--- src/logic/cache_pkg.sv ---
// ========================================
// Shared sizes, address fields and command codes for the cache tag unit
// Imported by every RTL block of the tag side
// ========================================

package cache_pkg;

   // ========================================
   // Geometry
   // ========================================
   localparam int LINES  = 64;              // Lines per way
   localparam int WAYS   = 4;               // Fixed by the three bit LRU tree
   localparam int LOBIT  = 6;               // Lowest index bit, 64 byte lines
   localparam int HIBIT  = 11;              // Highest index bit
   localparam int TAGBIT = 13;              // Bit 12 picks the odd or even bank outside
   localparam int ADDR_W = 32;              // Address width
   localparam int TAG_W  = ADDR_W - TAGBIT; // Tag width, 19 bits

   // ========================================
   // Types
   // ========================================
   typedef logic [ADDR_W-1:0] address_t;

   // Line index taken from address bits HIBIT down to LOBIT
   typedef logic [HIBIT-LOBIT:0] index_t;

   // Upper address bits above the bank select
   typedef logic [TAG_W-1:0] cache_tag_t;

   typedef logic [$clog2(WAYS)-1:0] way_t;

   // Command opcode carried with cmd_valid
   typedef enum logic [1:0] {
      CMD_NOP    = 2'd0,  // Accepted but does nothing except respond
      CMD_LOOKUP = 2'd1,  // Virtual tag compare
      CMD_FILL   = 2'd2,  // Write both tags into the victim way
      CMD_SNOOP  = 2'd3   // Physical tag compare and invalidate
   } cache_cmd_t;

endpackage

--- src/logic/cache_valid.sv ---
// ========================================
// Valid bits for every line and way of the tag unit
// Set by fills, cleared by snoop hits and by reset
// ========================================
`timescale 1ns/1ps

module cache_valid (
   input  logic                         clk,
   input  logic                         rst_n,
   input  logic                         set,      // Fill marks a way valid
   input  cache_pkg::way_t              set_way,
   input  cache_pkg::index_t            set_ndx,
   input  logic                         clr,      // Snoop hit invalidates a way
   input  cache_pkg::way_t              clr_way,
   input  cache_pkg::index_t            clr_ndx,
   input  cache_pkg::index_t            ndx,      // Lookup and fill index
   input  cache_pkg::index_t            sndx,     // Snoop index
   output logic [cache_pkg::WAYS-1:0]   valid,
   output logic [cache_pkg::WAYS-1:0]   svalid
);

   import cache_pkg::*;

   logic [WAYS-1:0] vbits [LINES];  // One bit per way for each line

   always_ff @(posedge clk) begin
      if (!rst_n) begin
         for (int i = 0; i < LINES; i++) begin
            vbits[i] <= '0;  // Masks whatever the tag RAM powers up with
         end
      end
      else begin
         if (set) begin
            vbits[set_ndx][set_way] <= 1'b1;
         end
         // The clear comes last, so a snoop beats a fill on the same bit
         if (clr) begin
            vbits[clr_ndx][clr_way] <= 1'b0;
         end
      end
   end

   // Combinational reads, in step with the tag RAM ports
   assign valid  = vbits[ndx];
   assign svalid = vbits[sndx];

endmodule

--- config.mk ---
export PLATFORM = sky130hd
export DESIGN_NAME = cache_valid
export DESIGN_NICKNAME = d
export VERILOG_FILES = /design/src/logic/cache_pkg.sv /design/src/logic/cache_valid.sv
export SDC_FILE = /design/constraint.sdc
export NUM_CORES = 1
export LEC_CHECK = 0
export BUFFER_PORTS_ARGS = -buffer_cell sky130_fd_sc_hd__clkbuf_2
export CAP_MARGIN = 0
export CELL_PAD_IN_SITES_DETAIL_PLACEMENT = 1
export CELL_PAD_IN_SITES_GLOBAL_PLACEMENT = 1
export CORE_ASPECT_RATIO = 0.9
export CORE_MARGIN = 1.5
export CORE_UTILIZATION = 40
export DETAILED_ROUTE_END_ITERATION = 10
export GPL_TIMING_DRIVEN = 0
export PLACE_DENSITY_LB_ADDON = 0.1
export SLEW_MARGIN = 15
export SYNTH_ARGS = -nofsm -noshare
export SYNTH_HDL_FRONTEND = slang
export SYNTH_SLANG_ARGS = --single-unit
--- constraint.sdc ---
create_clock -name clk -period 2.45 [get_ports clk]
set_clock_uncertainty 0.1 [all_clocks]
set_input_delay 0.245 -clock clk [delete_from_list [all_inputs] [get_ports clk]]
set_output_delay 0.245 -clock clk [all_outputs]
set_load 0.02 [all_outputs]
; Word-level counts from Yosys, hierarchy flattened
; Memory sizes are Yosys's and may differ from the RTL's.
; Cells that the tools add are included.
[totals]
reg_bits = 0
ramBits = 256
inputBits = 32
out_inout_bits = 8
memories = 1
[op_classes]
n_lt_le_gt_ge = 4
muxes = 17
n_reduce_logical = 4
[memory_table]
columns = name, words, word_bits, read_ports, rd_ports_with_merged_regs, write_ports, line_no
row1 = vbits, 64, 4, 2, 0, 64, cache_valid.sv:24  ; logic [WAYS-1:0] vbits [LINES];
[ops]
columns = op, count
row1 = $mux W4, 6
row2 = $mux W6, 2
row3 = $reduce_or A4 Y1, 2
row4 = $mux W1, 7
row5 = $lt A2 B3 Y1 const B, 2
row6 = $demux W1 S2, 2
row7 = $ge A2 B1 Y1 const B, 2
row8 = $logic_and A1 B1 Y1, 2

; Depth between registers and ports, before layout
[logic_depth]
ltp_word = 7
mapped_depth = 7
ltp_nobuf = 4

; Worst setup path before layout
; No wires, ideal clock.
[synth_path]
path_type = input -> output
from = input ndx[0]
to = output valid[2] (netlist name)
t_arrival_ns = 1.720
t_required_ns = 2.105
setup_slack_ns = 0.385
path_stages = 6
n_path_buf = 2
cell_sequence = buf_6 > buf_2 > mux4_2 > a22oi_1 > nand3_1 > a22o_1
[synth_via]
elab_chain_len = 1
[synth_lines]
columns = item, line_no
row1 = start: declaration, cache_valid.sv:16  ; input cache_pkg::index_t ndx,
row2 = $mem_v2 Z64 W4, -
row3 = end: declaration, cache_valid.sv:18  ; output logic [cache_pkg::WAYS-1:0] valid,
; No other way between the ends.

==> impl_summary.log <==
INFO  metric hold_slack = 56.0 ps
INFO  metric outcome = complete, but fails checks
INFO  metric syn_area_cell = 9.85 um^2
INFO  metric slew_viol_final = 0
INFO  metric cp_num_cells = 5
INFO  metric synth_enable_flop_cells = 0
INFO  metric reg.largest.list = vbits: 256 flops
INFO  metric timing.critical_path.cells = mux4_2 > a22oi_2 > nand3_1 > a221o_1 > clkbuf_8
INFO  metric min_period_over_period = 1.15
INFO  metric synth_seq_area_share = 0.373
INFO  metric totalWireLength = 81.0 mm
INFO  metric vias_in_the_first_global_route = 14223
INFO  metric critPathCapture = svalid[2]
INFO  metric numPlacedInstances = 1875
INFO  metric cpLargestDelayFamily = compound AO/OA/AOI/OAI gates
INFO  metric ff2ff_setup_slack = 1480 ps
INFO  metric num_rows = 64
INFO  metric clockBufferDepth = 3
INFO  metric worst_setup_path_end_kind = output pin
INFO  metric post_layout_net_count = 1483
INFO  metric pin_count = 40
INFO  metric postRouteAntennaNets = 0
INFO  metric core_area = 33900 um^2
INFO  metric worstPathRequired = 2110 ps
INFO  metric post-route-drc-count = 0
INFO  metric cts_max_level = 1
INFO  metric synth.most_common_cell = sky130_fd_sc_hd__a22oi_1
INFO  metric post-route-util = 0.467
INFO  metric finalHoldViolations = 0
INFO  metric rsz0062_at_grt = true
INFO  metric grt_usage = 0.461
INFO  metric startpoint = vbits[51][2]
INFO  metric route.detailed.vias_per_inst = 7.46
INFO  metric worstReg2RegEnd = vbits[51][2]
INFO  metric drt_iter0_drcs = 2226
INFO  metric ys_top_cells_by_count = 268 x sky130_fd_sc_hd__a22oi_1, 262 x sky130_fd_sc_hd__a21oi_1, 256 x sky130_fd_sc_hd__dfxtp_1
INFO  metric report.final.setup_viol = 8
INFO  metric worst-endpoint-arrival = 2470 ps
INFO  metric floorplan.initialDensity = 0.405
INFO  metric worst_slew_margin_rel = 0.0967
INFO  metric io_buffer_count = 17
INFO  metric hold_class = in -> reg
INFO  metric power.total = 10.3 mW
INFO  metric grt_first_pass_wirelength = 111 mm
INFO  metric die_height = 179 um
INFO  metric antenna_violations_before_repair = 1
INFO  metric critical-path-slowest-cell = sky130_fd_sc_hd__mux4_2
INFO  metric largest_register_by_flop_count = vbits
INFO  metric crit_fanout = 3
INFO  metric syn-cell-area = 13700 um^2
INFO  metric setup_ws = -366 ps
INFO  metric clock_tree.root_cell = sky130_fd_sc_hd__clkbuf_16
INFO  metric worst-slew-pin-transition = 1350 ps
INFO  metric worstRegToRegCells = 3
INFO  metric power.density = 653 nW/um^2
INFO  metric syn_inst = 1394
INFO  metric floorplan.die_area = 35400 um^2
INFO  metric wire_per_inst = 41.8 um
INFO  metric synth_largest_type_area_fraction = 0.373
INFO  metric synth_area_leader_cell = sky130_fd_sc_hd__dfxtp_1
INFO  metric start_kind = flop
INFO  metric cap_viol_max_count = 0
INFO  metric layout-drive-gt1-share = 0.207
INFO  metric postLayoutCellArea = 15800 um^2
INFO  metric global_route.overflow_total = 0
INFO  metric async_reset_ff_frac = 0
INFO  metric numClockSinks = 256
INFO  metric place_area = 14400 um^2
INFO  metric detailedPlacementHpwl = 56.1 mm
INFO  metric ys_ff_latch = 256
INFO  metric cts_clk_pin_slew_worst_paths = 60 ps
INFO  metric die_width = 198 um
INFO  metric cp_slowest_stage_delay = 470 ps
INFO  metric synth_warnings = 0
INFO  metric power.leakage = 5.25 nW
INFO  metric synth_top_flop_cell = sky130_fd_sc_hd__dfxtp_1
INFO  metric vdd.ir_drop.worst = 0.000630 V
INFO  metric r2r-start = vbits[51][2]
INFO  metric setup_total_negative_slack = -2410 ps
INFO  metric timing.hold.worst_path_depth = 4
INFO  metric drt-pass1-iter-count = 6
INFO  metric insertion_delay = 600 ps
INFO  metric preCtsSetupSlack = -673 ps
INFO  metric synthTopCellsByArea = sky130_fd_sc_hd__dfxtp_1 37%, sky130_fd_sc_hd__mux4_2 20%, sky130_fd_sc_hd__a22oi_1 15%, sky130_fd_sc_hd__a21oi_1 9.6%, sky130_fd_sc_hd__nor2_1 4.2%
INFO  metric tritoncts = built
INFO  metric syn_to_final_growth = 15.2%
INFO  metric maxClockFrequency = 0.355 GHz
INFO  metric syn_nets = 1426
INFO  metric dr_total_vias = 14461
INFO  metric largest_reg_flops = 256
INFO  metric cts_inserted_buffers = 31
INFO  metric finalCriticalPeriod = 2820 ps
INFO  metric final-instance-count-excl-fill = 1938
INFO  metric place.gp.congestion = 1.10
INFO  metric path_buf_inv = 1
INFO  metric worstSetupPathType = reg -> out
INFO  metric grt_start_max_net_pins = 16
INFO  metric ys_types = 32
INFO  metric violations = setup timing
-- tightest hold or removal path: cells and delay by family --
kind            cells  cell delay (ps)
buf+inv             1              110
compound gates      2              210
simple gates        1              130
-- cells in the final DEF (no fill, tap or decap), drive strengths merged, types with 3 or more instances in the layout --
cell type      n
a22oi        268
a21oi        262
dfxtp        256
clkbuf       183
nor2         153
mux4         128
buf           31
nand2         26
nand3         26
nand3b        21
nor3          16
o221ai        14
or3b          13
nor2b          9
o22ai          8
inv            8
a31oi          8
clkinv         6
mux2i          6
nand2b         4
o31ai          4
a221o          4
or3            4
o21ai          4
bufinv         3
dlygate4sd3    3
-- worst min-delay path by stage --
stage                  from           end  slack, ps
2_1_floorplan    clr_way[0]  vbits[52][0]        350
3_3_place_gp   vbits[60][0]  vbits[60][0]        440
3_5_place_dp    vbits[2][3]   vbits[2][3]        450
4_1_cts          set_way[1]  vbits[62][0]         40
5_1_grt          set_way[1]  vbits[62][0]         60
6_report         set_way[1]  vbits[52][0]         60
-- power breakdown --
group / leakage, nW / internal, mW / switching (mW)
clock network: 0.534 / 2.93 / 2.06
logic: 2.65 / 0.269 / 0.884
registers: 2.07 / 4.17 / 0.00911
total: 5.25 / 7.37 / 2.95
-- logic make-up after synthesis --
kind of cell / after synthesis / synth area share
compound gates: 578 / 0.269
buf+inv: 154 / 0.0487
simple gates: 272 / 0.0933
mux: 134 / 0.216
flops: 256 / 0.373
-- metal layers --
layer | part of all wire | up-vias | global-route usage
met5 | 0 | - | 0.00712
met4 | 0.068 | 0 | 0.264
met3 | 0.16 | 282 | 0.206
met2 | 0.40 | 1257 | 0.636
met1 | 0.37 | 7318 | 0.593
li1 | - | 5604 | -
-- repair_timing --
action / 4_1_cts / 5_1_grt
resized for setup: 65 / 23
pin swaps: 14 / 8
setup endpoints to repair: 8 / 25
hold buffers: 3 / 0
hold endpoints to repair: 7 / 0
buffers inserted: 1 / 0
-- final cells by class --
class,count,area (um^2)
Fill cell,3789,18100
Buffer,148,692
Clock buffer,45,928
Multi-Input combinational cell,984,8100
Tap cell,462,578
Timing Repair Buffer,24,201
Inverter,6,22.5
Clock inverter,12,145
Sequential cell,256,5140
Antenna cell,1,2.50
Note: power is estimated with default switching activity, not from simulation.
