$ cat src/logic/cache_pkg.sv
// ========================================
// Shared sizes, address fields and command codes for the cache tag unit
// Imported by every RTL block of the tag side
// ========================================

package cache_pkg;

   // ========================================
   // Geometry
   // ========================================
   localparam int LINES  = 64;              // Lines per way
   localparam int WAYS   = 4;               // Fixed by the three bit LRU tree
   localparam int LOBIT  = 6;               // Lowest index bit, 64 byte lines
   localparam int HIBIT  = 11;              // Highest index bit
   localparam int TAGBIT = 13;              // Bit 12 picks the odd or even bank outside
   localparam int ADDR_W = 32;              // Address width
   localparam int TAG_W  = ADDR_W - TAGBIT; // Tag width, 19 bits

   // ========================================
   // Types
   // ========================================
   typedef logic [ADDR_W-1:0] address_t;

   // Line index taken from address bits HIBIT down to LOBIT
   typedef logic [HIBIT-LOBIT:0] index_t;

   // Upper address bits above the bank select
   typedef logic [TAG_W-1:0] cache_tag_t;

   typedef logic [$clog2(WAYS)-1:0] way_t;

   // Command opcode carried with cmd_valid
   typedef enum logic [1:0] {
      CMD_NOP    = 2'd0,  // Accepted but does nothing except respond
      CMD_LOOKUP = 2'd1,  // Virtual tag compare
      CMD_FILL   = 2'd2,  // Write both tags into the victim way
      CMD_SNOOP  = 2'd3   // Physical tag compare and invalidate
   } cache_cmd_t;

endpackage

$ cat src/logic/cache_lru.sv
// ========================================
// Tree pseudo LRU state for each line and the fill victim choice
// Invalid ways are always used first
// ========================================
`timescale 1ns/1ps

module cache_lru (
   input  logic                         clk,
   input  logic                         rst_n,
   input  logic                         touch,       // Mark touch_way as most recent
   input  cache_pkg::way_t              touch_way,
   input  cache_pkg::index_t            touch_ndx,
   input  cache_pkg::index_t            ndx,         // Line the victim is chosen for
   input  logic [cache_pkg::WAYS-1:0]   valid,       // Valid bits at ndx
   output cache_pkg::way_t              victim_way
);

   import cache_pkg::*;

   // Bit 0 picks the pair, bit 1 picks within ways 0-1, bit 2 within ways 2-3
   logic [2:0] tree [LINES];
   logic [2:0] cur;       // Tree bits of the line at ndx
   way_t       lru_way;   // Choice made by the tree alone

   // ========================================
   // Touch update
   // ========================================
   always_ff @(posedge clk) begin
      if (!rst_n) begin
         for (int i = 0; i < LINES; i++) begin
            tree[i] <= 3'b000;  // Every line starts out pointing at way 0
         end
      end
      else if (touch) begin
         if (!touch_way[1]) begin
            tree[touch_ndx][0] <= 1'b1;                    // Send the victim to ways 2-3
            tree[touch_ndx][1] <= (touch_way == way_t'(0)); // And away from this way
         end
         else begin
            tree[touch_ndx][0] <= 1'b0;                    // Send the victim to ways 0-1
            tree[touch_ndx][2] <= (touch_way == way_t'(2));
         end
      end
   end

   // ========================================
   // Victim selection
   // ========================================
   assign cur = tree[ndx];

   always_comb begin
      if (!cur[0]) begin
         lru_way = cur[1] ? way_t'(1) : way_t'(0);
      end
      else begin
         lru_way = cur[2] ? way_t'(3) : way_t'(2);
      end
   end

   // Lowest invalid way wins over the tree
   always_comb begin
      victim_way = lru_way;
      for (int w = WAYS - 1; w >= 0; w--) begin
         if (!valid[w]) begin
            victim_way = way_t'(w);
         end
      end
   end

endmodule

$ cat config.mk
export PLATFORM = sky130hd
export DESIGN_NAME = cache_lru
export DESIGN_NICKNAME = d
export VERILOG_FILES = /design/src/logic/cache_pkg.sv /design/src/logic/cache_lru.sv
export SDC_FILE = /design/constraint.sdc
export NUM_CORES = 1
export LEC_CHECK = 0
export BUFFER_PORTS_ARGS = -buffer_cell sky130_fd_sc_hd__buf_4
export CORE_ASPECT_RATIO = 2
export CORE_UTILIZATION = 57
export DETAILED_ROUTE_END_ITERATION = 10
export PLACE_DENSITY = 0.77
export REMOVE_ABC_BUFFERS = 1
export SKIP_LAST_GASP = 1
export SLEW_MARGIN = 40
export SYNTH_ARGS = -nofsm -noshare
export SYNTH_HDL_FRONTEND = slang
export SYNTH_SLANG_ARGS = --single-unit
$ cat constraint.sdc
create_clock -name clk -period 2.2 [get_ports clk]
set_input_delay 0.22 -clock clk [delete_from_list [all_inputs] [get_ports clk]]
set_output_delay 0.22 -clock clk [all_outputs]
set_load 0.005 [all_outputs]
== Word-level counts from Yosys, hierarchy flattened ==
Memory sizes are Yosys's and may differ from the RTL's.
Index checks and enable logic that the tools add are counted.

* Bits in registers: 0
* Output and inout bits: 2
* Memory bits (writable): 192
* Memories: 1
* Word-level logic and storage cells: 25

{| class="wikitable"
|+ Memories
! name !! depth !! width !! read ports !! clocked after Yosys merged registers in !! write ports !! line !! source
|-
| tree || 64 || 3 || 1 || 0 || 64 || cache_lru.sv:21 || <nowiki>logic [2:0] tree [LINES];</nowiki>
|}

* Bitwise operators: 1
* Reductions and logical operators: 2
* Eq/ne operators: 1
* Multiplexer cells: 20

{| class="wikitable"
|+ Operators by type and width
! operator !! count
|-
| 1-bit 2-to-1 mux || 12
|-
| 2-bit 2-to-1 mux || 5
|-
| 3-bit 2-to-1 mux || 2
|-
| 6-bit 2-to-1 mux || 1
|-
| 3-bit OR reduction || 1
|-
| 2-bit equality test, second input constant || 1
|-
| 2-bit zero test || 1
|-
| 1-bit OR || 1
|}

== Longest topological paths before layout ==
Gate-level depths: netlist (run 1).

* Depth in word-level cells: 7
* Mapped depth: 10

== Least setup slack after synthesis (run 1) ==
No wires, ideal clock.

* Kind: input to output
* Start: input ndx[1]
* End: output victim_way[0]
* Data required time: 1.980 ns
* Slack: -0.040 ns
* Buffers on the path: 3
* Stages: 8
* Arrival: 2.020 ns
* Cells stage by stage: buf_2 buf_6 buf_4 mux4_2 mux4_2 nor3b_1 a211o_1 and4b_1

* Word-level cells in the longest chain between the ends: 7
* Elaborated cells on any way between the ends: 8

{| class="wikitable"
|+ RTL lines
! item !! line !! source
|-
| start: declaration || cache_lru.sv:13 || <nowiki>input cache_pkg::index_t ndx,</nowiki>
|-
| memory 64 x 3 bit (*) || n/a ||
|-
| 1-bit 2-to-1 mux, on equally long branches || cache_lru.sv:53, cache_lru.sv:56 ||
|-
| 2-bit 2-to-1 mux (*) || cache_lru.sv:52 || <nowiki>if (!cur[0]) begin</nowiki>
|-
| 2-bit 2-to-1 mux (*) (4 in a row) || cache_lru.sv:64 || <nowiki>if (!valid[w]) begin</nowiki>
|-
| end: declaration || cache_lru.sv:15 || <nowiki>output cache_pkg::way_t victim_way</nowiki>
|}

Mark *: on every way between the ends. The rest lies on a longest branch, timed or not.

== Worst setup path after layout (run 1) ==
* Start: memory tree[2][2]
* End: output victim_way[0]

* Word-level cells in the longest chain between the ends: 7

{| class="wikitable"
|+ RTL lines
! item !! line !! source
|-
| start: declaration || cache_lru.sv:21 ||
|-
| memory 64 x 3 bit || n/a ||
|-
| 1-bit 2-to-1 mux || cache_lru.sv:56 || <nowiki>lru_way = cur[2] ? way_t'(3) : way_t'(2);</nowiki>
|-
| 2-bit 2-to-1 mux || cache_lru.sv:52 ||
|-
| 2-bit 2-to-1 mux (4 in a row) || cache_lru.sv:64 ||
|}

Every way passes these cells.

==> flow_metrics.env, run 1 <==
export IMPL_status="finished, violations left"
export IMPL_violations="negative setup slack"
export IMPL_clk_pin_slew_ns=0.07
export IMPL_post_place_ws_ns=-0.5519
export IMPL_grt_pass1_vias=7084
export IMPL_relSlewSlack_pct=48.66
export IMPL_power_internal_uw=6617
export IMPL_rows=68
export IMPL_multi_input_area_sq_um=3764
export IMPL_clock_sinks=192
export IMPL_synthCells=875
export IMPL_vias_per_cell=6.642
export IMPL_antenna_cells=0
export IMPL_hold_viol_final=0
export IMPL_hp_class="in -> reg"
export IMPL_htreeDepth=4
export IMPL_drcViolationCount=0
export IMPL_synth_area_sq_um=9988
export IMPL_swShare_pct=23.13
export IMPL_cap_violations=0
export IMPL_final_nets=919
export IMPL_core_sq_um=17190
export IMPL_rsz0062_at_grt="true"
export IMPL_grt_pass1_wl_microns=41300
export IMPL_asyncSetResetFlopFracSynth_pct=0
export IMPL_setup_worst_path_class="reg -> out"
export IMPL_period_minus_slack_ns=2.825
export IMPL_yosysSeqAreaShare_pct=57.72
export IMPL_leakagePower_uw=0.003893
export IMPL_drt_iter0_drc=955
export IMPL_endpoint_kind="output pin"
export IMPL_switchingPower_uw=1991
export IMPL_synth_edf_count=192
export IMPL_p_per_area_nw_per_um2=758.2
export IMPL_ios=23
export IMPL_finalCritPeriodShare_pct=128.4
export IMPL_comb_power_share_pct=10.5
export IMPL_vias=7446
export IMPL_final_seq_area_sq_um=5766
export IMPL_post_route_worst_setup_slack_ns=-0.6250
export IMPL_fin_area_sq_um=11350
export IMPL_arrival_ns=2.61
export IMPL_p_clk_share_pct=39.6
export IMPL_top_register="tree"
export IMPL_cts_tree="yes"
export IMPL_max_slew_worst_pin_slew_ns=0.7693
export IMPL_ir_drop_mv=0.5572
export IMPL_synth_seq_cells=192
export IMPL_clock_fmax_mhz=354.0
export IMPL_area_delta_synth_final_pct=13.68
export IMPL_setup_viol=2
export IMPL_cp_required_ns=1.98
export IMPL_root_buffer="clkbuf_16"
export IMPL_grt_start_max_net_pins=96
export IMPL_routed_wl_microns=27660
export IMPL_ys_warnings_count=0
export IMPL_path_max_fanout=1
export IMPL_startpoint_type="flop"
export IMPL_largest_reg_flops=192
export IMPL_hold_slack_ns=0.1786
export IMPL_first_pass_iters=5
export IMPL_wl_per_cell_microns=24.68
export IMPL_dieWidth_microns=95.61
export IMPL_slew_violations=0
export IMPL_antenna_found_initial=0
export IMPL_cts_buffer_depth=2
export IMPL_drtAntennaViolNets=0
export IMPL_drive_gt1_share_pct=19.98
export IMPL_fp_dieArea_sq_um=18090
export IMPL_numCtsBuffers=17
export IMPL_postSynthAreaPerCell_sq_um=11.42
export IMPL_top_regs="tree x192"
export IMPL_p_seq_share_pct=49.9
export IMPL_overflow=0
export IMPL_synth_distinct_cells=41
export IMPL_gp_congestion=0.9053
export IMPL_placed_cell_area_sq_um=10690
export IMPL_portBuffers=22
export IMPL_start_util_pct=58.12
export IMPL_synthFlopType="edfxtp_1"
export IMPL_dp_hpwl_microns=18650
export IMPL_fill_cells=1234
export IMPL_die_h_microns=189.2
export IMPL_hold_buffers=0
export IMPL_grt_use_total_pct=32.55
-- final timing paths --
check                  start       endpoint  slack (ns)  depth (start not counted)
setup / recovery  tree[2][2]  victim_way[0]       -0.63                          6
hold / removal         rst_n    tree[17][1]        0.18                          2
-- routing by layer --
layer / vias up / wire (microns) / track usage (%)
li1: 3227 / - / -
met1: 3634 / 8729 / 36.52
met2: 477 / 14890 / 56.21
met3: 108 / 2294 / 5.542
met4: 0 / 1747 / 19.86
met5: - / 0 / 0
-- area by class of cell --
cell class | count | area share [%]
Clock buffer | 18 | 3.780
Tap cell | 210 | 2.314
Multi-Input combinational cell | 574 | 33.15
Clock inverter | 14 | 1.895
Timing Repair Buffer | 95 | 7.493
Sequential cell | 192 | 50.78
Inverter | 18 | 0.5950
-- stage by stage --
stage / instances / TNS, ns / total power, uW / util (%)
3_3_place_gp: 1089 / -0.7998 / 5228 / 62.21
3_5_place_dp: 1089 / -0.9238 / 5256 / 62.21
6_report: 1121 / -1.005 / 8609 / 66.07
2_1_floorplan: 784 / -88.77 / 4751 / -
4_1_cts: 1121 / -1.039 / 8598 / 65.96
5_1_grt: 1121 / -1.122 / 8791 / 66.07
-- critical path, cell delays in order, from the launching register on --
cell	delay, ns
edfxtp_1	0.43
mux4_2	0.48
mux4_2	0.49
nor3b_1	0.16
a211o_1	0.26
and4b_1	0.20
buf_4	0.13
-- synthesized netlist by cell type (2+ instances only) --
cell type | instances | area share, %
a211o_1 | 2 | 0.18
a211oi_1 | 2 | 0.15
a21oi_1 | 3 | 0.15
a22oi_1 | 5 | 0.38
a32o_1 | 2 | 0.20
and2_1 | 3 | 0.19
and3_1 | 3 | 0.19
buf_1 | 4 | 0.15
buf_12 | 2 | 0.40
buf_2 | 5 | 0.25
buf_4 | 3 | 0.23
buf_6 | 2 | 0.23
clkbuf_1 | 74 | 2.8
edfxtp_1 | 192 | 58
inv_1 | 18 | 0.68
mux2_2 | 2 | 0.23
mux2i_1 | 7 | 0.70
mux4_1 | 4 | 1.1
mux4_2 | 46 | 10
nand2_1 | 86 | 3.2
nand2b_1 | 9 | 0.56
nand3_1 | 9 | 0.45
nand3b_1 | 3 | 0.23
nor2_1 | 123 | 4.6
nor2b_1 | 51 | 3.2
nor3_1 | 71 | 3.6
nor3b_1 | 6 | 0.45
nor4_1 | 8 | 0.50
o21ai_0 | 112 | 5.6
o21ai_1 | 2 | 0.10
or2_2 | 2 | 0.13
or3_1 | 5 | 0.31
-- cells in the final DEF, fill, tap and decap left out, types with 5 or more instances in the layout --
cell type / n
nor2_1: 123
nand2_1: 86
mux2i_1: 7
nor2b_1: 50
nand2b_1: 9
edfxtp_1: 192
nor3b_1: 6
mux4_2: 46
o21ai_0: 112
nor3_1: 71
buf_12: 11
clkbuf_16: 17
bufinv_16: 5
inv_1: 18
buf_4: 84
nor4_1: 8
clkinvlp_4: 5
nand3_1: 9
-- power by group through the flow --
stage / combinational [uW] / clock [uW] / sequential [uW]
3_5_place_dp: 882 / 0 / 4370
4_1_cts: 889 / 3420 / 4290
5_1_grt: 955 / 3530 / 4310
2_1_floorplan: 431 / 0 / 4320
6_report: 905 / 3410 / 4300
3_3_place_gp: 861 / 0 / 4370
-- kinds of logic after synthesis --
family | count (synthesis) | synth area share [%]
and+or+nand+nor | 383 | 17.95
DFF | 192 | 57.72
buffers and inverters | 109 | 4.860
AOI/OAI and AO/OA | 132 | 7.115
muxes | 59 | 12.35
-- what timing repair did --
item,CTS,global route
endpoints found under the hold margin,0,0
buffers inserted,0,0
endpoints found under the setup margin,2,2
pin swaps,2,0
gates resized for setup,0,4
No activity file was read; power rests on OpenSTA's default activity.
==> run 2, diff against run 1 <==
--- a/config.mk
+++ b/config.mk
@@ -5,11 +5,12 @@
 export SDC_FILE = /design/constraint.sdc
 export NUM_CORES = 1
 export LEC_CHECK = 0
+export ABC_AREA = 1
 export BUFFER_PORTS_ARGS = -buffer_cell sky130_fd_sc_hd__buf_4
 export CORE_ASPECT_RATIO = 2
-export CORE_UTILIZATION = 57
+export CORE_UTILIZATION = 63
 export DETAILED_ROUTE_END_ITERATION = 10
-export PLACE_DENSITY = 0.77
+export PLACE_DENSITY = 0.8
 export REMOVE_ABC_BUFFERS = 1
 export SKIP_LAST_GASP = 1
 export SLEW_MARGIN = 40
==> constraint.sdc (replaced) <==
create_clock -name clk -period 2.6 [get_ports clk]
set_input_delay 0.26 -clock clk [delete_from_list [all_inputs] [get_ports clk]]
set_output_delay 0.26 -clock clk [all_outputs]
set_load 0.005 [all_outputs]
==> flow_metrics.env, run 2 <==
export IMPL_status="completed"
export IMPL_ys_warnings_count=0
export IMPL_setup_worst_path_class="reg -> out"
export IMPL_largest_reg_flops=192
export IMPL_first_pass_iters=5
export IMPL_top_regs="tree x192"
export IMPL_cap_violations=0
export IMPL_asyncSetResetFlopFracSynth_pct=0
export IMPL_netlist_top_cells_area="edfxtp_1 55%, nand2_1 14%, nand3_1 7.6%"
export IMPL_startpoint_type="flop"
export IMPL_start_util_pct=64.38
export IMPL_ios=23
export IMPL_synth_edf_count=192
export IMPL_core_sq_um=16270
export IMPL_vias=9009
export IMPL_finish_utilization_pct=70.05
export IMPL_grt_use_total_pct=34.56
export IMPL_hold_buffers=0
export IMPL_rsz0062_at_grt="false"
export IMPL_cp_required_ns=2.34
export IMPL_hold_slack_ns=0.2450
export IMPL_die_h_microns=184.3
export IMPL_yosysMostFrequentCell="nand2_1"
export IMPL_htreeDepth=4
export IMPL_p_per_area_nw_per_um2=619.9
export IMPL_portBuffers=22
export IMPL_drive_gt1_share_pct=7.746
export IMPL_drcViolationCount=0
export IMPL_crit_path_end="victim_way[0]"
export IMPL_cts_resized=0
export IMPL_period_minus_slack_ns=2.318
export IMPL_dp_hpwl_microns=18370
export IMPL_setup_viol=0
export IMPL_area_delta_synth_final_pct=8.804
export IMPL_synth_common_cells="394 x nand2_1, 207 x nor2_1, 192 x edfxtp_1, 160 x nand3_1, 113 x o21ai_0"
export IMPL_dieWidth_microns=93.18
export IMPL_synth_top_area_cell="edfxtp_1"
export IMPL_postSynthAreaPerCell_sq_um=8.032
export IMPL_crit_start="tree[32][0]"
export IMPL_cts_tree="yes"
export IMPL_numCtsBuffers=17
export IMPL_path_max_fanout=2
export IMPL_drtAntennaViolNets=0
export IMPL_synthFlopType="edfxtp_1"
export IMPL_clk_pin_slew_ns=0.07
export IMPL_antenna_found_initial=0
export IMPL_grt_start_max_net_pins=193
export IMPL_antenna_cells=0
export IMPL_placed_cell_area_sq_um=10790
export IMPL_fin_area_sq_um=11400
export IMPL_clock_fmax_mhz=431.5
export IMPL_finalCritPeriodShare_pct=89.14
export IMPL_synthCells=1304
export IMPL_cts_setup_buffers=0
export IMPL_grt_pass1_vias=8652
export IMPL_top_register="tree"
export IMPL_relSlewSlack_pct=43.91
export IMPL_synth_area_sq_um=10470
export IMPL_netlist_area_leader_share_pct=55.05
export IMPL_tns_ns=0
export IMPL_min_path_cells=2
export IMPL_clock_sinks=192
export IMPL_fp_dieArea_sq_um=17180
export IMPL_cts_buffer_depth=2
export IMPL_yosysSeqAreaShare_pct=55.05
export IMPL_leakagePower_uw=0.004351
export IMPL_drt_iter0_drc=977
export IMPL_ir_drop_mv=0.4646
export IMPL_gp_congestion=1.003
export IMPL_rows=66
export IMPL_fin_cells=1495
export IMPL_final_common_cell="nand2_1"
export IMPL_grt_pass1_wl_microns=43680
export IMPL_slew_violations=0
export IMPL_overflow=0
export IMPL_synth_seq_cells=192
export IMPL_arrival_ns=2.06
export IMPL_wl_per_cell_microns=18.84
export IMPL_endpoint_kind="output pin"
export IMPL_vias_per_cell=6.026
export IMPL_dp_cells=1463
export IMPL_max_slew_worst_pin_slew_ns=0.8413
export IMPL_root_buffer="clkbuf_16"
export IMPL_routed_wl_microns=28170
export IMPL_hold_viol_final=0
export IMPL_synth_distinct_cells=18
export IMPL_final_nets=1299
export IMPL_final_cell_mix="393 x nand2_1, 207 x nor2_1, 192 x edfxtp_1"
export IMPL_hp_class="in -> reg"
-- run 2: cell count changes in the layout (fill, tap and decap cells not counted), moves of 9 or more --
cell / previous run / this run
buf_4: 84 / 38
inv_1: 18 / 89
inv_2: 0 / 9
mux4_2: 46 / 0
nand2_1: 86 / 393
nand2b_1: 9 / 0
nand3_1: 9 / 160
nor2_1: 123 / 207
nor2b_1: 50 / 0
nor3_1: 71 / 33
nor3_2: 0 / 10
-- run 2: final cells by class --
| class | count | area [sq um] |
|---|---|---|
| multi-input combinational | 920 | 3910 |
| clock inverter | 15 | 180.2 |
| tap | 204 | 255.2 |
| fill | 1293 | 4872 |
| timing repair buffer | 48 | 485.5 |
| clock buffer | 17 | 425.4 |
| inverter | 99 | 374.1 |
| sequential | 192 | 5766 |
-- run 2: worst min-delay path by stage --
stage | start | endpoint | slack, ns
2_1_floorplan | rst_n | tree[12][1] | 0.43
3_3_place_gp | touch_way[0] | tree[28][1] | 0.68
3_5_place_dp | touch_way[0] | tree[46][1] | 0.69
4_1_cts | touch_way[0] | tree[46][1] | 0.24
5_1_grt | touch_way[0] | tree[46][1] | 0.24
6_report | touch_way[0] | tree[46][1] | 0.24
-- run 2: logic make-up after synthesis --
family	Yosys count	synth area share (%)
buffers and inverters	192	7.645
and+or+nand+nor	805	31.78
AOI/OAI and AO/OA	115	5.531
DFF	192	55.05
-- run 2: critical path, cell delays in order (launching register included) --
cell and delay (ns):
edfxtp_1 0.38, nand2_1 0.07, nand3_1 0.15, nand3_1 0.13, nand2_1 0.08, nand2_1 0.09
nand3_1 0.08, nand2_1 0.09, nand2_1 0.06, nand2_1 0.06, nand2_1 0.05, nand3_1 0.09
nand2_1 0.06, a21oi_1 0.12, buf_4 0.12
-- run 2: metrics by stage --
stage / worst slack, ns / power [uW]
after floorplan: 0.6684 / 4026
after CTS: 0.2834 / 7048
after global routing: 0.1041 / 7250
after detailed placement: 0.3126 / 4403
after global placement: 0.3556 / 4386
final: 0.2823 / 7065
-- run 2: metal layers --
metal | share of wire [%] | track usage (%)
met5 | 0 | 0
met4 | 5.9 | 22.22
met3 | 7.3 | 5.734
met2 | 53 | 60.41
met1 | 34 | 38.29
-- run 2: power by group --
| part | switching (uW) | total, uW | internal (uW) | leakage [uW] |
|---|---|---|---|---|
| sequential | 48.4 | 3600 | 3550 | 0.00182 |
| combinational | 535 | 755 | 220 | 0.00224 |
| clock | 1180 | 2710 | 1520 | 0.000288 |
