**config.mk**
```make
export PLATFORM = sky130hd
export DESIGN_NAME = cache_hit
export DESIGN_NICKNAME = d
export VERILOG_FILES = /design/src/logic/cache_pkg.sv /design/src/logic/cache_hit.sv
export SDC_FILE = /design/constraint.sdc
export NUM_CORES = 1
export LEC_CHECK = 0
export BUFFER_PORTS_ARGS = -buffer_cell sky130_fd_sc_hd__buf_2
export CAP_MARGIN = 20
export CORE_MARGIN = 5
export CORE_UTILIZATION = 45
export DETAILED_ROUTE_END_ITERATION = 10
export HOLD_SLACK_MARGIN = 0.05
export PLACE_DENSITY_LB_ADDON = 0.15
export SLEW_MARGIN = 20
export SYNTH_ARGS = -nofsm -noshare
export SYNTH_HDL_FRONTEND = slang
export SYNTH_SLANG_ARGS = --single-unit
```
**constraint.sdc**
```tcl
create_clock -name clk -period 5.95 [get_ports clk]
set_input_delay 0.2975 -clock clk [delete_from_list [all_inputs] [get_ports clk]]
set_output_delay 0.2975 -clock clk [all_outputs]
set_load 0.1 [all_outputs]
```
**src/logic/cache_pkg.sv**
```systemverilog
// ========================================
// Shared sizes, address fields and command codes for the cache tag unit
// Imported by every RTL block of the tag side
// ========================================

package cache_pkg;

   // ========================================
   // Geometry
   // ========================================
   localparam int LINES  = 64;              // Lines per way
   localparam int WAYS   = 4;               // Fixed by the three bit LRU tree
   localparam int LOBIT  = 6;               // Lowest index bit, 64 byte lines
   localparam int HIBIT  = 11;              // Highest index bit
   localparam int TAGBIT = 13;              // Bit 12 picks the odd or even bank outside
   localparam int ADDR_W = 32;              // Address width
   localparam int TAG_W  = ADDR_W - TAGBIT; // Tag width, 19 bits

   // ========================================
   // Types
   // ========================================
   typedef logic [ADDR_W-1:0] address_t;

   // Line index taken from address bits HIBIT down to LOBIT
   typedef logic [HIBIT-LOBIT:0] index_t;

   // Upper address bits above the bank select
   typedef logic [TAG_W-1:0] cache_tag_t;

   typedef logic [$clog2(WAYS)-1:0] way_t;

   // Command opcode carried with cmd_valid
   typedef enum logic [1:0] {
      CMD_NOP    = 2'd0,  // Accepted but does nothing except respond
      CMD_LOOKUP = 2'd1,  // Virtual tag compare
      CMD_FILL   = 2'd2,  // Write both tags into the victim way
      CMD_SNOOP  = 2'd3   // Physical tag compare and invalidate
   } cache_cmd_t;

endpackage

```
**src/logic/cache_hit.sv**
```systemverilog
// ========================================
// Tag compare for lookups and snoops, plus the one cycle response register
// Fills report the victim way and the physical tag written
// ========================================
`timescale 1ns/1ps

module cache_hit (
   input  logic                                          clk,
   input  logic                                          rst_n,
   input  logic                                          cmd_valid,
   input  cache_pkg::cache_cmd_t                         cmd,
   input  cache_pkg::cache_tag_t                         lk_tag,     // Tag bits of vadr
   input  cache_pkg::cache_tag_t                         sn_tag,     // Tag bits of padr
   input  cache_pkg::cache_tag_t [cache_pkg::WAYS-1:0]   tag,        // Virtual tags
   input  cache_pkg::cache_tag_t [cache_pkg::WAYS-1:0]   ptag,       // Physical tags
   input  logic [cache_pkg::WAYS-1:0]                    valid,
   input  logic [cache_pkg::WAYS-1:0]                    svalid,
   input  cache_pkg::way_t                               victim_way,
   input  cache_pkg::cache_tag_t                         fill_ptag,
   output logic                                          comb_hit,   // Same cycle hit
   output cache_pkg::way_t                               comb_way,   // Lowest matching way
   output logic                                          resp_valid,
   output cache_pkg::cache_cmd_t                         resp_cmd,
   output logic                                          resp_hit,
   output cache_pkg::way_t                               resp_way,
   output cache_pkg::cache_tag_t                         resp_ptag
);

   import cache_pkg::*;

   logic [WAYS-1:0] lk_match;  // Valid virtual tag equals lk_tag
   logic [WAYS-1:0] sn_match;  // Valid physical tag equals sn_tag
   logic [WAYS-1:0] match;     // Selected by the command

   // ========================================
   // Comparators
   // ========================================
   always_comb begin
      for (int w = 0; w < WAYS; w++) begin
         lk_match[w] = valid[w] && (tag[w] == lk_tag);
         sn_match[w] = svalid[w] && (ptag[w] == sn_tag);
      end
   end

   // Fills and no-ops never report a hit
   assign match = (cmd == CMD_LOOKUP) ? lk_match :
                  (cmd == CMD_SNOOP)  ? sn_match : '0;

   // Scan downward so the lowest matching way ends up selected
   always_comb begin
      comb_way = '0;
      for (int w = WAYS - 1; w >= 0; w--) begin
         if (match[w]) begin
            comb_way = way_t'(w);
         end
      end
   end

   assign comb_hit = cmd_valid && (|match);

   // ========================================
   // Response register
   // ========================================
   always_ff @(posedge clk) begin
      if (!rst_n) begin
         resp_valid <= 1'b0;
      end
      else begin
         resp_valid <= cmd_valid;  // Exactly one cycle behind the command
      end
   end

   always_ff @(posedge clk) begin
      if (cmd_valid) begin
         resp_cmd <= cmd;
         if (cmd == CMD_FILL) begin
            resp_hit  <= 1'b0;
            resp_way  <= victim_way;  // Way that was just written
            resp_ptag <= fill_ptag;
         end
         else begin
            resp_hit  <= comb_hit;
            resp_way  <= comb_way;
            resp_ptag <= ptag[comb_way];  // Translation of the hit way
         end
      end
   end

endmodule

```
Yosys cells after proc, flatten, opt, wreduce, memory -nomap -nowiden
Cells that the tools add are included.
{"block": "op_classes", "n_reduce_logical": 10, "muxes": 10, "magnitude_cmp": 1, "n_eq_ne": 11}
{"operator": "19-bit equality test", "n": 8}
{"operator": "19-bit binary-select mux with 2-bit select", "n": 1}
{"operator": "19-bit 2-to-1 mux", "n": 2}
{"operator": "2-bit 2-to-1 mux", "n": 5}
{"operator": "1-bit logical AND", "n": 9}
{"operator": "4-bit 2-to-1 mux", "n": 2}
{"operator": "2-bit equality test, second input constant", "n": 2}
{"operator": "4-bit OR reduction", "n": 1}
{"operator": "2-bit by 3-bit < comparator with 1-bit output, second input constant", "n": 1}
{"operator": "2-bit by 1-bit equality test with 1-bit output, second input constant", "n": 1}
{"block": "word_totals", "elab_cells": 37, "input_bits": 224, "out_inout_bits": 28, "regBits": 25}

Depth between registers and ports, before layout
Gate-level depths: netlist of the first run.
{"block": "depth", "ltp_word": 11, "ltp_mapped": 10}

Worst setup path before layout of the first run
Ideal clock, no wire load.
{"block": "synth_timing", "kind": "input to output", "from": "in sn_tag[14]", "to": "out comb_way[1]", "t_arrival_ps": 2767, "setup_slack_ps": 2885, "stages": 7, "t_required_ps": 5653, "path_cell_list": "xor2_1 nor4_1 nand3_1 o22ai_1 clkbuf_1 nor2_1 nor2_1"}
{"block": "synth_between", "elab_chain_len": 8, "elab_cells_between_ends": 14, "classes_between": "eq/ne (4); mux (6); reduce/logical (4)"}
{"element": "start: declaration", "line": "cache_hit.sv:13", "text": "input cache_pkg::cache_tag_t sn_tag,"}
{"element": "19-bit equality test", "line": "cache_hit.sv:41", "text": "sn_match[w] = svalid[w] && (ptag[w] == sn_tag);"}
{"element": "1-bit logical AND", "line": "cache_hit.sv:41"}
{"element": "4-bit 2-to-1 mux (*)", "line": "cache_hit.sv:47", "text": "(cmd == CMD_SNOOP) ? sn_match : '0;"}
{"element": "4-bit 2-to-1 mux (*)", "line": "cache_hit.sv:46", "text": "assign match = (cmd == CMD_LOOKUP) ? lk_match :"}
{"element": "2-bit 2-to-1 mux (3 in series)", "line": "cache_hit.sv:53", "text": "if (match[w]) begin"}
{"element": "2-bit 2-to-1 mux (*)", "line": "cache_hit.sv:53"}
{"element": "end: declaration", "line": "cache_hit.sv:21", "text": "output cache_pkg::way_t comb_way,"}
Every way passes the cells marked *; elsewhere a longest branch is shown, timed or not.

Worst setup path in the final report of the first run
{"block": "layout_timing", "from": "in cmd[0]", "to": "out comb_hit"}
{"block": "layout_between", "elab_chain_len": 5, "elab_cells_between_ends": 6, "classes_between": "eq/ne (2); mux (2); reduce/logical (2)"}
{"element": "start: declaration", "line": "cache_hit.sv:11", "text": "input cache_pkg::cache_cmd_t cmd,"}
{"element": "2-bit equality test", "line": "cache_hit.sv:47"}
{"element": "4-bit 2-to-1 mux", "line": "cache_hit.sv:47"}
{"element": "4-bit 2-to-1 mux (*)", "line": "cache_hit.sv:46"}
{"element": "4-bit OR reduction (*)", "line": "cache_hit.sv:59", "text": "assign comb_hit = cmd_valid && (|match);"}
{"element": "1-bit logical AND (*)", "line": "cache_hit.sv:59"}
{"element": "end: declaration", "line": "cache_hit.sv:20", "text": "output logic comb_hit,"}
Marks and branches as above.

==> results of run 1 <==
[routing by layer]
layer / up-vias / routed length (um)
met2: 245 / 7100
met4: 0 / 305
met3: 27 / 1640
li1: 1960 / -
met1: 1950 / 5710
met5: - / 0
[cell usage after synthesis (2+ instances only)]
cell type / count / area, um^2
a21o_1: 2 / 15.0
a22o_1: 2 / 17.5
a22oi_1: 19 / 143
and3_1: 2 / 12.5
clkbuf_1: 12 / 45.0
clkbuf_2: 2 / 10.0
edfxtp_1: 24 / 721
inv_1: 38 / 143
nand2_1: 39 / 146
nand3_1: 9 / 45.0
nand4_1: 16 / 100
nor2_1: 2 / 7.51
nor2b_1: 3 / 18.8
nor3_1: 4 / 20.0
nor4_1: 23 / 144
o21a_1: 19 / 143
o21ai_0: 9 / 45.0
o21ai_1: 10 / 50.1
o221a_1: 10 / 113
o221a_2: 9 / 101
o31a_1: 2 / 17.5
or4_1: 2 / 15.0
xnor2_1: 66 / 578
xor2_1: 86 / 753
[placed cells by master, fill, tap and decap left out, drive strengths merged, types with 2 or more instances in the layout]
cell,instances
clkbuf,3
nand3,9
edfxtp,24
nor3,4
o21a,19
o21ai,19
a21o,2
o221a,19
a22oi,19
o22ai,2
or4,2
and3,3
a22o,2
nand2,39
nor2,2
nor4,23
o31a,2
inv,38
nand4,16
nor2b,3
buf,253
xnor2,66
xor2,86
[worst min path at each step]
stage	slack, ns	endpoint
after CTS	0.21	resp_valid
final	0.21	resp_valid
after global placement	0.50	resp_valid
after detailed placement	0.51	resp_valid
after floorplan	0.40	resp_cmd[0]
after global routing	0.23	resp_valid
[state kept, by name (all words and copies together) (netlist names)]
| name | flops |
|---|---|
| resp_ptag | 19 |
| resp_valid | 1 |
| resp_cmd | 2 |
| resp_hit | 1 |
| resp_way | 2 |
[cell type report]
class | count | share of cell area, %
Inverter | 38 | 2.92
Clock inverter | 1 | 0.154
Timing Repair Buffer | 253 | 26.0
Clock buffer | 3 | 0.844
Tap cell | 102 | 2.61
Sequential cell | 25 | 15.1
Multi-Input combinational cell | 341 | 52.3
[through the flow]
step / instance area (um^2) / setup WS, ns / cells / total power, mW / hold WS, ns
floorplan: 3510 / 2.89 / 421 / 0.443 / 0.396
finish: 4890 / 2.10 / 763 / 0.715 / 0.206
global placement: 4840 / 2.17 / 759 / 0.594 / 0.502
CTS: 4890 / 2.15 / 763 / 0.713 / 0.212
detailed placement: 4840 / 2.16 / 759 / 0.599 / 0.511
global route: 4890 / 2.00 / 763 / 0.748 / 0.226
[power groups by stage]
| stage | logic [mW] | registers [mW] | clock network [mW] |
|---|---|---|---|
| floorplan | 0.114 | 0.329 | 0 |
| global placement | 0.375 | 0.219 | 0 |
| detailed placement | 0.380 | 0.219 | 0 |
| CTS | 0.382 | 0.215 | 0.117 |
| global route | 0.406 | 0.217 | 0.125 |
| finish | 0.382 | 0.215 | 0.118 |
[cell families after synthesis]
| logic type | after synthesis | synth area share [%] |
|---|---|---|
| AND/OR/NAND/NOR | 104 | 15.4 |
| XOR/XNOR | 152 | 37.9 |
| flip-flops | 25 | 21.1 |
| buffers and inverters | 55 | 6.51 |
| AO/OA/AOI/OAI | 85 | 19.2 |
==> metrics.md, run 1 <==
| Metric | Value |
|---|---|
| Status | `completed` |
| Reg clk slew, reported paths | `between 0.1 and 0.15 ns` |
| Register area share after synthesis | `21.1%` |
| Ys flop type | `edfxtp_1` |
| Share of flip-flops with an asynchronous set or reset | `0%` |
| Register area | `741 um^2` |
| CP max-delay cell | `a22o_1` |
| Post-layout util | `63.9%` |
| Min-delay src | `rst_n` |
| First-pass DRT Iterations | `5` |
| CTS Root Cell | `clkbuf_8` |
| Worst Hold Class | `in2reg` |
| Fin. Hold Viols | `0` |
| Setup tns final | `0 ns` |
| Met3 Use GR | `8.50%` |
| Placer Congestion | `roughly 0.9` |
| Total of max-cap violations | `0` |
| Seq cells post-synth | `25` |
| Finish-stage setup viols | `0` |
| Port bufs | `between 200 and 300` |
| Critical path class | `in2out` |
| Slew HR | `28.7%` |
| Post-route antenna net violation count | `0` |
| # diodes | `0` |
| P&R area growth vs syn | `39.1%` |
| Pwr/cell area | `between 100 and 150 mW/mm^2` |
| Full die area | `0.00968 mm^2` |
| Startpoint Class | `input port` |
| Max clock buf depth | `2` |
| WP data required | `approximately 5.7 ns` |
| Fmax | `approximately 0.26 GHz` |
| CP delay by family, top | `simple AND/OR/NAND/NOR gates` |
| Detailed Place HPWL | `between 10000 and 15000 um` |
| Gr busiest metal | `met2` |
| Via count | `4182` |
| Hold_buf cts | `0` |
| Synthesis Warnings | `0` |
| Met2 usage | `about half` |
| Int Pwr | `0.395 mW` |
| Clock network power share | `around 17%` |
| WL/cell | `19.3 um` |
| Total gr overflow | `0` |
| GRT Overall Usage | `between 20 and 30%` |
| Vias in the first global route | `4272` |
| Comb pwr share | `a little over half` |
| Drt drc | `0` |
| Gate Count Post-Synth | `between 400 and 500` |
| Drt initial violations | `around 230` |
| Crit-path cells | `buf_2, nor2b_1, nand3_1, nor4_1, a22o_1, or2_1, o31a_1, buf_2` |
| Synth cell types | `35` |
| First-pass GRT wire length | `22100 um` |
| Io pins | `around 250` |
| Initial Util | `46.0%` |
| Final WL | `between 10000 and 15000 um` |
| RSZ-0062 raised after global routing | `no` |
| Most used cell, CP | `buf_2` |
| Sequential power share | `30.1%` |
| CP Capture Type | `primary output` |
| Syn avg cell area | `8.35 um^2` |
| Switching part of the total | `between 40% and 50%` |
| Worst Setup EP | `comb_hit` |
| Crit path from | `cmd[0]` |
| Post-synth EDFFs | `24` |
| Final worst path period share | `around 65%` |
| CP max stage delay | `0.88 ns` |
| Met1 Resource Use GR | `37.0%` |
| Number of cell rows | `32` |
| Slew Viols, Final | `0` |
| Core area | `0.00765 mm^2` |
| Layout cell share with drive strength beyond 1 | `40.8%` |
| WP depth | `8` |
| H-tree Lvls | `1` |
| Multi-input gate area | `0.00256 mm^2` |
| CP Data Arrival Time | `3.55 ns` |
| Setup bufs post-CTS | `0` |
| Clock tree sinks | `25` |
| Clock buffer count from CTS | `3` |
| Final net count | `886` |
| CTS tree | `done` |
| Initial antenna violation count | `0` |
| Leakage | `2.21 nW` |
| Die H | `98.4 um` |
| Worst slew pin tran | `about 1.1 ns` |
| Die width | `98.4 um` |
| NetSw | `0.320 mW` |
| Worst Path Buf+Inv | `2` |
| FILL cells | `727` |
| Hold path cells | `2` |
| Crit-path max FO | `22` |
| Synthesized Nets | `645` |
| PostCTS Resize Cnt | `0` |
| Via density | `5.48` |
| Largest net degree at the start of global routing | `44` |
| Peak VDD IR | `0.0767 mV` |
| Post-synthesis instance area | `about 0.0035 mm^2` |
| Min Tclk post-route | `3.85 ns` |
(Power assumes the default switching activity.)
==> run 2: changes to the inputs <==
CORE_UTILIZATION = 42   (was 45)
clock period = 3.86 ns   (was 5.95 ns; I/O delays follow)
==> run 2 against run 1 <==
- highest routed layer unchanged
- worst setup slack got worse by 1.1 ns
- design area is 0.64% higher
- clock power up 51%
- non-clock buffer count up 3
==> metrics.md, run 2 (synthesis gave the netlist of run 1 again) <==
| Metric | Value |
|---|---|
| Setup bufs post-CTS | `0 (unchanged)` |
| CP Capture Type | `primary output` |
| Die H | `101 um (+3.2%)` |
| Worst Path Buf+Inv | `3 (+1)` |
| CP Data Arrival Time | `2.64 ns (-0.91 ns)` |
| CTS tree | `done` |
| Power Total | `1.10 mW (+54%)` |
| Most flops, register | `resp_ptag` |
| Total gr overflow | `0 (unchanged)` |
| Most frequent cells in the layout | `251 x buf_2, 86 x xor2_1, 66 x xnor2_1, 39 x nand2_1, 38 x inv_1` |
| FILL cells | `793 (+9.1%)` |
| Critical path class | `in2out` |
| Number of cell rows | `33 (+3.1%)` |
| H-tree Lvls | `1 (unchanged)` |
| Slew HR | `43.9% (+15 points)` |
| Peak VDD IR | `0.126 mV (+64%)` |
| WP data required | `3.67 ns (-1.98 ns)` |
| Dpl ws | `1.01 ns (-1.15 ns)` |
| Via count | `4155 (-0.65%)` |
| PostCTS Resize Cnt | `0 (unchanged)` |
| Total of max-cap violations | `0 (unchanged)` |
| Most used cell, CP | `buf_2` |
| Hold_buf cts | `0 (unchanged)` |
| Max clock buf depth | `2 (unchanged)` |
| Final net count | `889 (+0.34%)` |
| Final WL | `15200 um (+2.8%)` |
| First-pass DRT Iterations | `5 (unchanged)` |
| CP max-delay cell | `buf_2` |
| Finish-stage setup viols | `0 (unchanged)` |
| Drt initial violations | `218 (-5.6%)` |
| Slew Viols, Final | `0 (unchanged)` |
| Clock buffer count from CTS | `3 (unchanged)` |
| Clock tree sinks | `25 (unchanged)` |
| GRT Overall Usage | `28.5% (-0.58 points)` |
| Io pins | `252 (unchanged)` |
| Initial Util | `43.0% (-3.0 points)` |
| Die width | `101 um (+3.2%)` |
| RSZ-0062 raised after global routing | `no` |
| CP max stage delay | `0.42 ns (-0.46 ns)` |
| Worst Hold Class | `in2reg` |
| Crit-path cells | `buf_2, nor2b_1, nand3_1, nor4_1, a22o_1, buf_4, or2_1, o31a_1, buf_2` |
| Placer Congestion | `0.909 (+1.3%)` |
| Placed insts | `765 (+0.79%)` |
| Pwr/cell area | `223 mW/mm^2 (+53%)` |
| Post-route antenna net violation count | `0 (unchanged)` |
| Core area | `0.00818 mm^2 (+6.9%)` |
| Startpoint Class | `input port` |
| Crit-path max FO | `15 (-32%)` |
| Reg clk slew, reported paths | `0.12 ns (about the same)` |
| Detailed Place HPWL | `13000 um (+4.0%)` |
| CTS Root Cell | `clkbuf_8` |
| Max reg flops | `19 (unchanged)` |
| CP delay by family, top | `simple AND/OR/NAND/NOR gates` |
| Fin. Hold Viols | `0 (unchanged)` |
| Final worst path period share | `73.4%` |
| Fmax | `0.353 GHz` |
| Post-route setup slack | `1.03 ns (-1.07 ns)` |
| WL/cell | `19.7 um (+1.9%)` |
| Full die area | `0.0103 mm^2 (+6.4%)` |
| Largest net degree at the start of global routing | `43 (-2.3%)` |
| Leakage | `2.23 nW (+0.79%)` |
| Drt drc | `0 (unchanged)` |
| Number of cells in the finished layout apart from fillers | `770 (+0.92%)` |
| Min Tclk post-route | `2.83 ns` |
| Setup tns final | `0 ns (unchanged)` |
| Vias in the first global route | `4302 (+0.70%)` |
| Design area | `0.00492 mm^2 (+0.64%)` |
| Via density | `5.40 (-1.5%)` |
| Commonest non-fill, non-tap cell in the layout | `buf_2` |
| Worst slew pin tran | `0.842 ns (-0.227 ns)` |
| Layout cell share with drive strength beyond 1 | `41.3% (+0.42 points)` |
| Status | `completed` |
| Port bufs | `251 (unchanged)` |
| Biggest regs | `resp_ptag (19), resp_cmd (2), resp_way (2)` |
| P&R area growth vs syn | `40.0%` |
| Placed cell areas | `0.00487 mm^2 (+0.59%)` |
| Initial antenna violation count | `1 (+1)` |
| First-pass GRT wire length | `22500 um (+1.8%)` |
## run 2: final timing paths
| kind | startpoint | to | slack (ns) | cells past startpoint |
|---|---|---|---|---|
| worst min-delay path | rst_n | resp_valid | 0.10 | 2 |
| worst max-delay path | cmd[0] | comb_hit | 1.03 | 9 |
## run 2: power breakdown
group	internal [mW]	total, mW	switching (mW)
registers	0.324	0.331	0.00661
logic	0.212	0.590	0.378
clock network	0.0735	0.178	0.104
total	0.609	1.10	0.489
## run 2: layout make-up
| type | instances | area [um^2] | area share, % |
|---|---|---|---|
| diodes | 1 | 2.50 | 0.0509 |
| clock buffers | 3 | 41.3 | 0.839 |
| clock inverters | 1 | 7.51 | 0.153 |
| inverters | 38 | 143 | 2.90 |
| multi-input cells | 341 | 2560 | 52.0 |
| flip-flops and latches | 25 | 741 | 15.1 |
| well taps | 105 | 131 | 2.67 |
| repair buffers | 256 | 1290 | 26.3 |
## run 2: layer usage
layer	track usage (%)	share of wire, %
met3	6.54	11
met4	7.98	2.0
met1	36.1	39
met5	0	0
met2	48.4	49
## run 2: metrics by stage
stage               hold WS, ns  util, %
global placement          0.405     59.6
CTS                       0.102     60.2
finish                    0.104     60.2
detailed placement        0.406     59.6
floorplan                 0.292        -
global route             0.0998     60.2
==> run 3: changes to the inputs <==
ABC_AREA = 1   (was not set)
CORE_UTILIZATION = 45   (was 42)
clock period = 2.8 ns   (was 3.86 ns; I/O delays follow)
==> run 3 against run 2 <==
- power increased by 72%
- worst setup slack got worse by 0.52 ns
- design area increased by 43%
- combinational power increased by 92%
- die area increased by 44%
- clock power increased by 75%
- via count increased by 85%
- area after synthesis increased by 59%
- critical endpoint is now comb_way[1]
==> metrics.md, run 3 <==
| Metric | Value |
|---|---|
| Status | `completed` |
| Placed cell areas | `0.00698 mm^2 (+43%)` |
| Hold_buf cts | `0 (unchanged)` |
| Full die area | `0.0148 mm^2 (+44%)` |
| Drt initial violations | `1067 (+390%)` |
| Die width | `122 um (+20%)` |
| Via count | `7687 (+85%)` |
| Post-synthesis instance area | `0.00560 mm^2 (+59%)` |
| Crit-path max FO | `6 (-9)` |
| Post-route setup slack | `0.510 ns (-0.518 ns)` |
| Share of flip-flops with an asynchronous set or reset | `0% (unchanged)` |
| Final net count | `1585 (+78%)` |
| Synth cell types | `33 (-5.7%)` |
| Leakage | `4.36 nW (+96%)` |
| Synth cell count leaders | `510 x nand2_1, 150 x inv_1, 136 x nor2_1` |
| Via density | `5.03 (-6.8%)` |
| Worst Hold Class | `in2reg` |
| First-pass DRT Iterations | `5 (unchanged)` |
| Most frequent cells in the layout | `510 x nand2_1, 250 x buf_2, 150 x inv_1, 136 x nor2_1, 100 x nand3_1` |
| Adder-cell share of the synthesized area | `0% (unchanged)` |
| Post-synthesis compound-gate area fraction | `2.32% (-17 points)` |
| Total gr overflow | `0 (unchanged)` |
| Peak VDD IR | `0.203 mV (+61%)` |
| M1 WL | `11000 um (+88%)` |
| Crit path from | `lk_tag[7]` |
| Design area | `0.00706 mm^2 (+43%)` |
| Max clock buf depth | `2 (unchanged)` |
| Synthesized Nets | `1348 (+110%)` |
| Number of cell rows | `40 (+21%)` |
| Detailed Place HPWL | `21400 um (+65%)` |
| Biggest regs | `resp_ptag (19), resp_cmd (2), resp_way (2)` |
| Core area | `0.0121 mm^2 (+48%)` |
| PostCTS Resize Cnt | `0 (unchanged)` |
| Cell accounting for the most synthesized area | `nand2_1` |
| Total of max-cap violations | `0 (unchanged)` |
| Commonest non-fill, non-tap cell in the layout | `nand2_1` |
| First-pass GRT wire length | `36100 um (+60%)` |
| Post-synth EDFFs | `24 (unchanged)` |
| Startpoint Class | `input port` |
| Most used cell, CP | `nor2_1` |
| CP Capture Type | `primary output` |
| Clock tree sinks | `25 (unchanged)` |
| Die H | `122 um (+20%)` |
| CP max stage delay | `0.44 ns (+0.02 ns)` |
| Post-route antenna net violation count | `0 (unchanged)` |
| Fmax | `0.437 GHz` |
| Gate Count Post-Synth | `1124 (+170%)` |
| Crit-path cells | `buf_2, xor2_1, inv_1, nand2_1, nor2_1, nand3_1, nor2_1, nor2_1, inv_1, nor2_1, nand2_1, inv_1, buf_2` |
| Slew HR | `55.8% (+12 points)` |
| XOR/XNOR Fraction of Synth Area | `9.23% (-29 points)` |
| Pwr/cell area | `268 mW/mm^2 (+20%)` |
| Setup bufs post-CTS | `0 (unchanged)` |
| Synth Area in Simple Gates | `60.3% (+45 points)` |
| Most flops, register | `resp_ptag` |
| CTS Root Cell | `clkbuf_16` |
| CP Data Arrival Time | `2.15 ns (-0.49 ns)` |
| RSZ-0062 raised after global routing | `no` |
| Synthesis Warnings | `0 (unchanged)` |
| Synth top area share | `34.2% (+13 points)` |
| Max reg flops | `19 (unchanged)` |
| Critical path class | `in2out` |
| Largest family of logic cells by synthesized area | `simple AND/OR/NAND/NOR gates` |
| Min Tclk post-route | `2.29 ns` |
| Number of cells in the finished layout apart from fillers | `1529 (+99%)` |
| CP max-delay cell | `buf_2` |
| Fin. Hold Viols | `0 (unchanged)` |
| Dpl ws | `0.579 ns (-0.428 ns)` |
| Mux share of post-synthesis cell area | `0% (unchanged)` |
| Synth top area cells | `nand2_1 34%, edfxtp_1 13%, inv_1 10%, nor2_1 9.1%, nand3_1 8.9%` |
| Initial antenna violation count | `1 (unchanged)` |
| Syn avg cell area | `4.98 um^2 (-40%)` |
| WP data required | `2.66 ns (-1.01 ns)` |
| Vias in the first global route | `6847 (+59%)` |
| Placed insts | `1524 (+99%)` |
| Finish-stage setup viols | `0 (unchanged)` |
| Seq cells post-synth | `25 (unchanged)` |
| Io pins | `252 (unchanged)` |
| Layout cell share with drive strength beyond 1 | `22.9% (-18 points)` |
| Slew Viols, Final | `0 (unchanged)` |
| Uppermost layer routed | `met4` |
| Register area share after synthesis | `13.2% (-7.8 points)` |
| Reg clk slew, reported paths | `0.06 ns (-0.06 ns)` |
| Multi-input gate area | `0.00402 mm^2 (+57%)` |
| Routed wl met2 | `9720 um (+31%)` |
| Clock buffer count from CTS | `3 (unchanged)` |
| Worst slew pin tran | `0.662 ns (-0.180 ns)` |
| Count leader, synth | `nand2_1` |
| CTS tree | `done` |
| Largest net degree at the start of global routing | `41 (-4.7%)` |
| Final WL | `24300 um (+60%)` |
| Drt drc | `0 (unchanged)` |
| FILL cells | `1378 (+74%)` |
| Min-delay src | `rst_n` |
| Register area | `741 um^2 (unchanged)` |
| Met3 Routed Length | `3380 um (+110%)` |
| Port bufs | `251 (unchanged)` |
| GRT Overall Usage | `31.1% (+2.7 points)` |
| Final worst path period share | `81.8%` |
| WL/cell | `15.9 um (-19%)` |
| H-tree Lvls | `1 (unchanged)` |
| Placer Congestion | `1.04 (+14%)` |
| Setup tns final | `0 ns (unchanged)` |
| Ys flop type | `edfxtp_1` |
| P&R area growth vs syn | `26.0%` |
| Initial Util | `46.2% (+3.2 points)` |
==> run 3: cell type report <==
| cell class | instances | area share (%) |
|---|---|---|
| diodes | 1 | 0.0355 |
| clock buffers | 4 | 1.12 |
| inverters | 179 | 9.52 |
| multi-input cells | 895 | 57.0 |
| flip-flops and latches | 25 | 10.5 |
| well taps | 168 | 2.98 |
| repair buffers | 257 | 18.8 |
==> run 3: final timing paths <==
kind	cells after the start	slack, ns	to
max	13	0.51	comb_way[1]
min	3	0.07	resp_valid
==> run 3: metal layers <==
| layer | up-vias | global-route usage, % |
|---|---|---|
| met5 | - | 0 |
| met4 | 0 | 3.15 |
| met3 | 24 | 6.82 |
| met2 | 486 | 44.4 |
| met1 | 3311 | 49.0 |
| li1 | 3866 | - |
==> run 3: report_power, final <==
group,switching (mW),internal (mW)
logic,0.784,0.342
clock network,0.118,0.194
registers,0.00724,0.448
total,0.908,0.984
==> run 3: cells by family (layout without fill, tap and decap cells) <==
group / count (synthesis) / count (layout)
DFF: 25 / 25
AOI/OAI and AO/OA: 24 / 24
xor gates and xnor gates: 59 / 59
buffers and inverters: 204 / 440
other: 0 / 1
and+or+nand+nor: 812 / 812
==> run 3: through the flow <==
stage / hold WS [ns] / power (mW) / util, %
3_5_place_dp: 0.329 / 1.56 / 57.6
2_1_floorplan: 0.233 / 1.16 / -
4_1_cts: 0.0725 / 1.87 / 58.2
3_3_place_gp: 0.328 / 1.56 / 57.6
6_report: 0.0676 / 1.89 / 58.3
5_1_grt: 0.0734 / 2.00 / 58.3
==> run 3: critical path: cells and delay by family <==
kind | cells | cell delay, ns
xor gates and xnor gates | 1 | 0.26
and+or+nand+nor | 7 | 0.83
buffers and inverters | 5 | 0.93
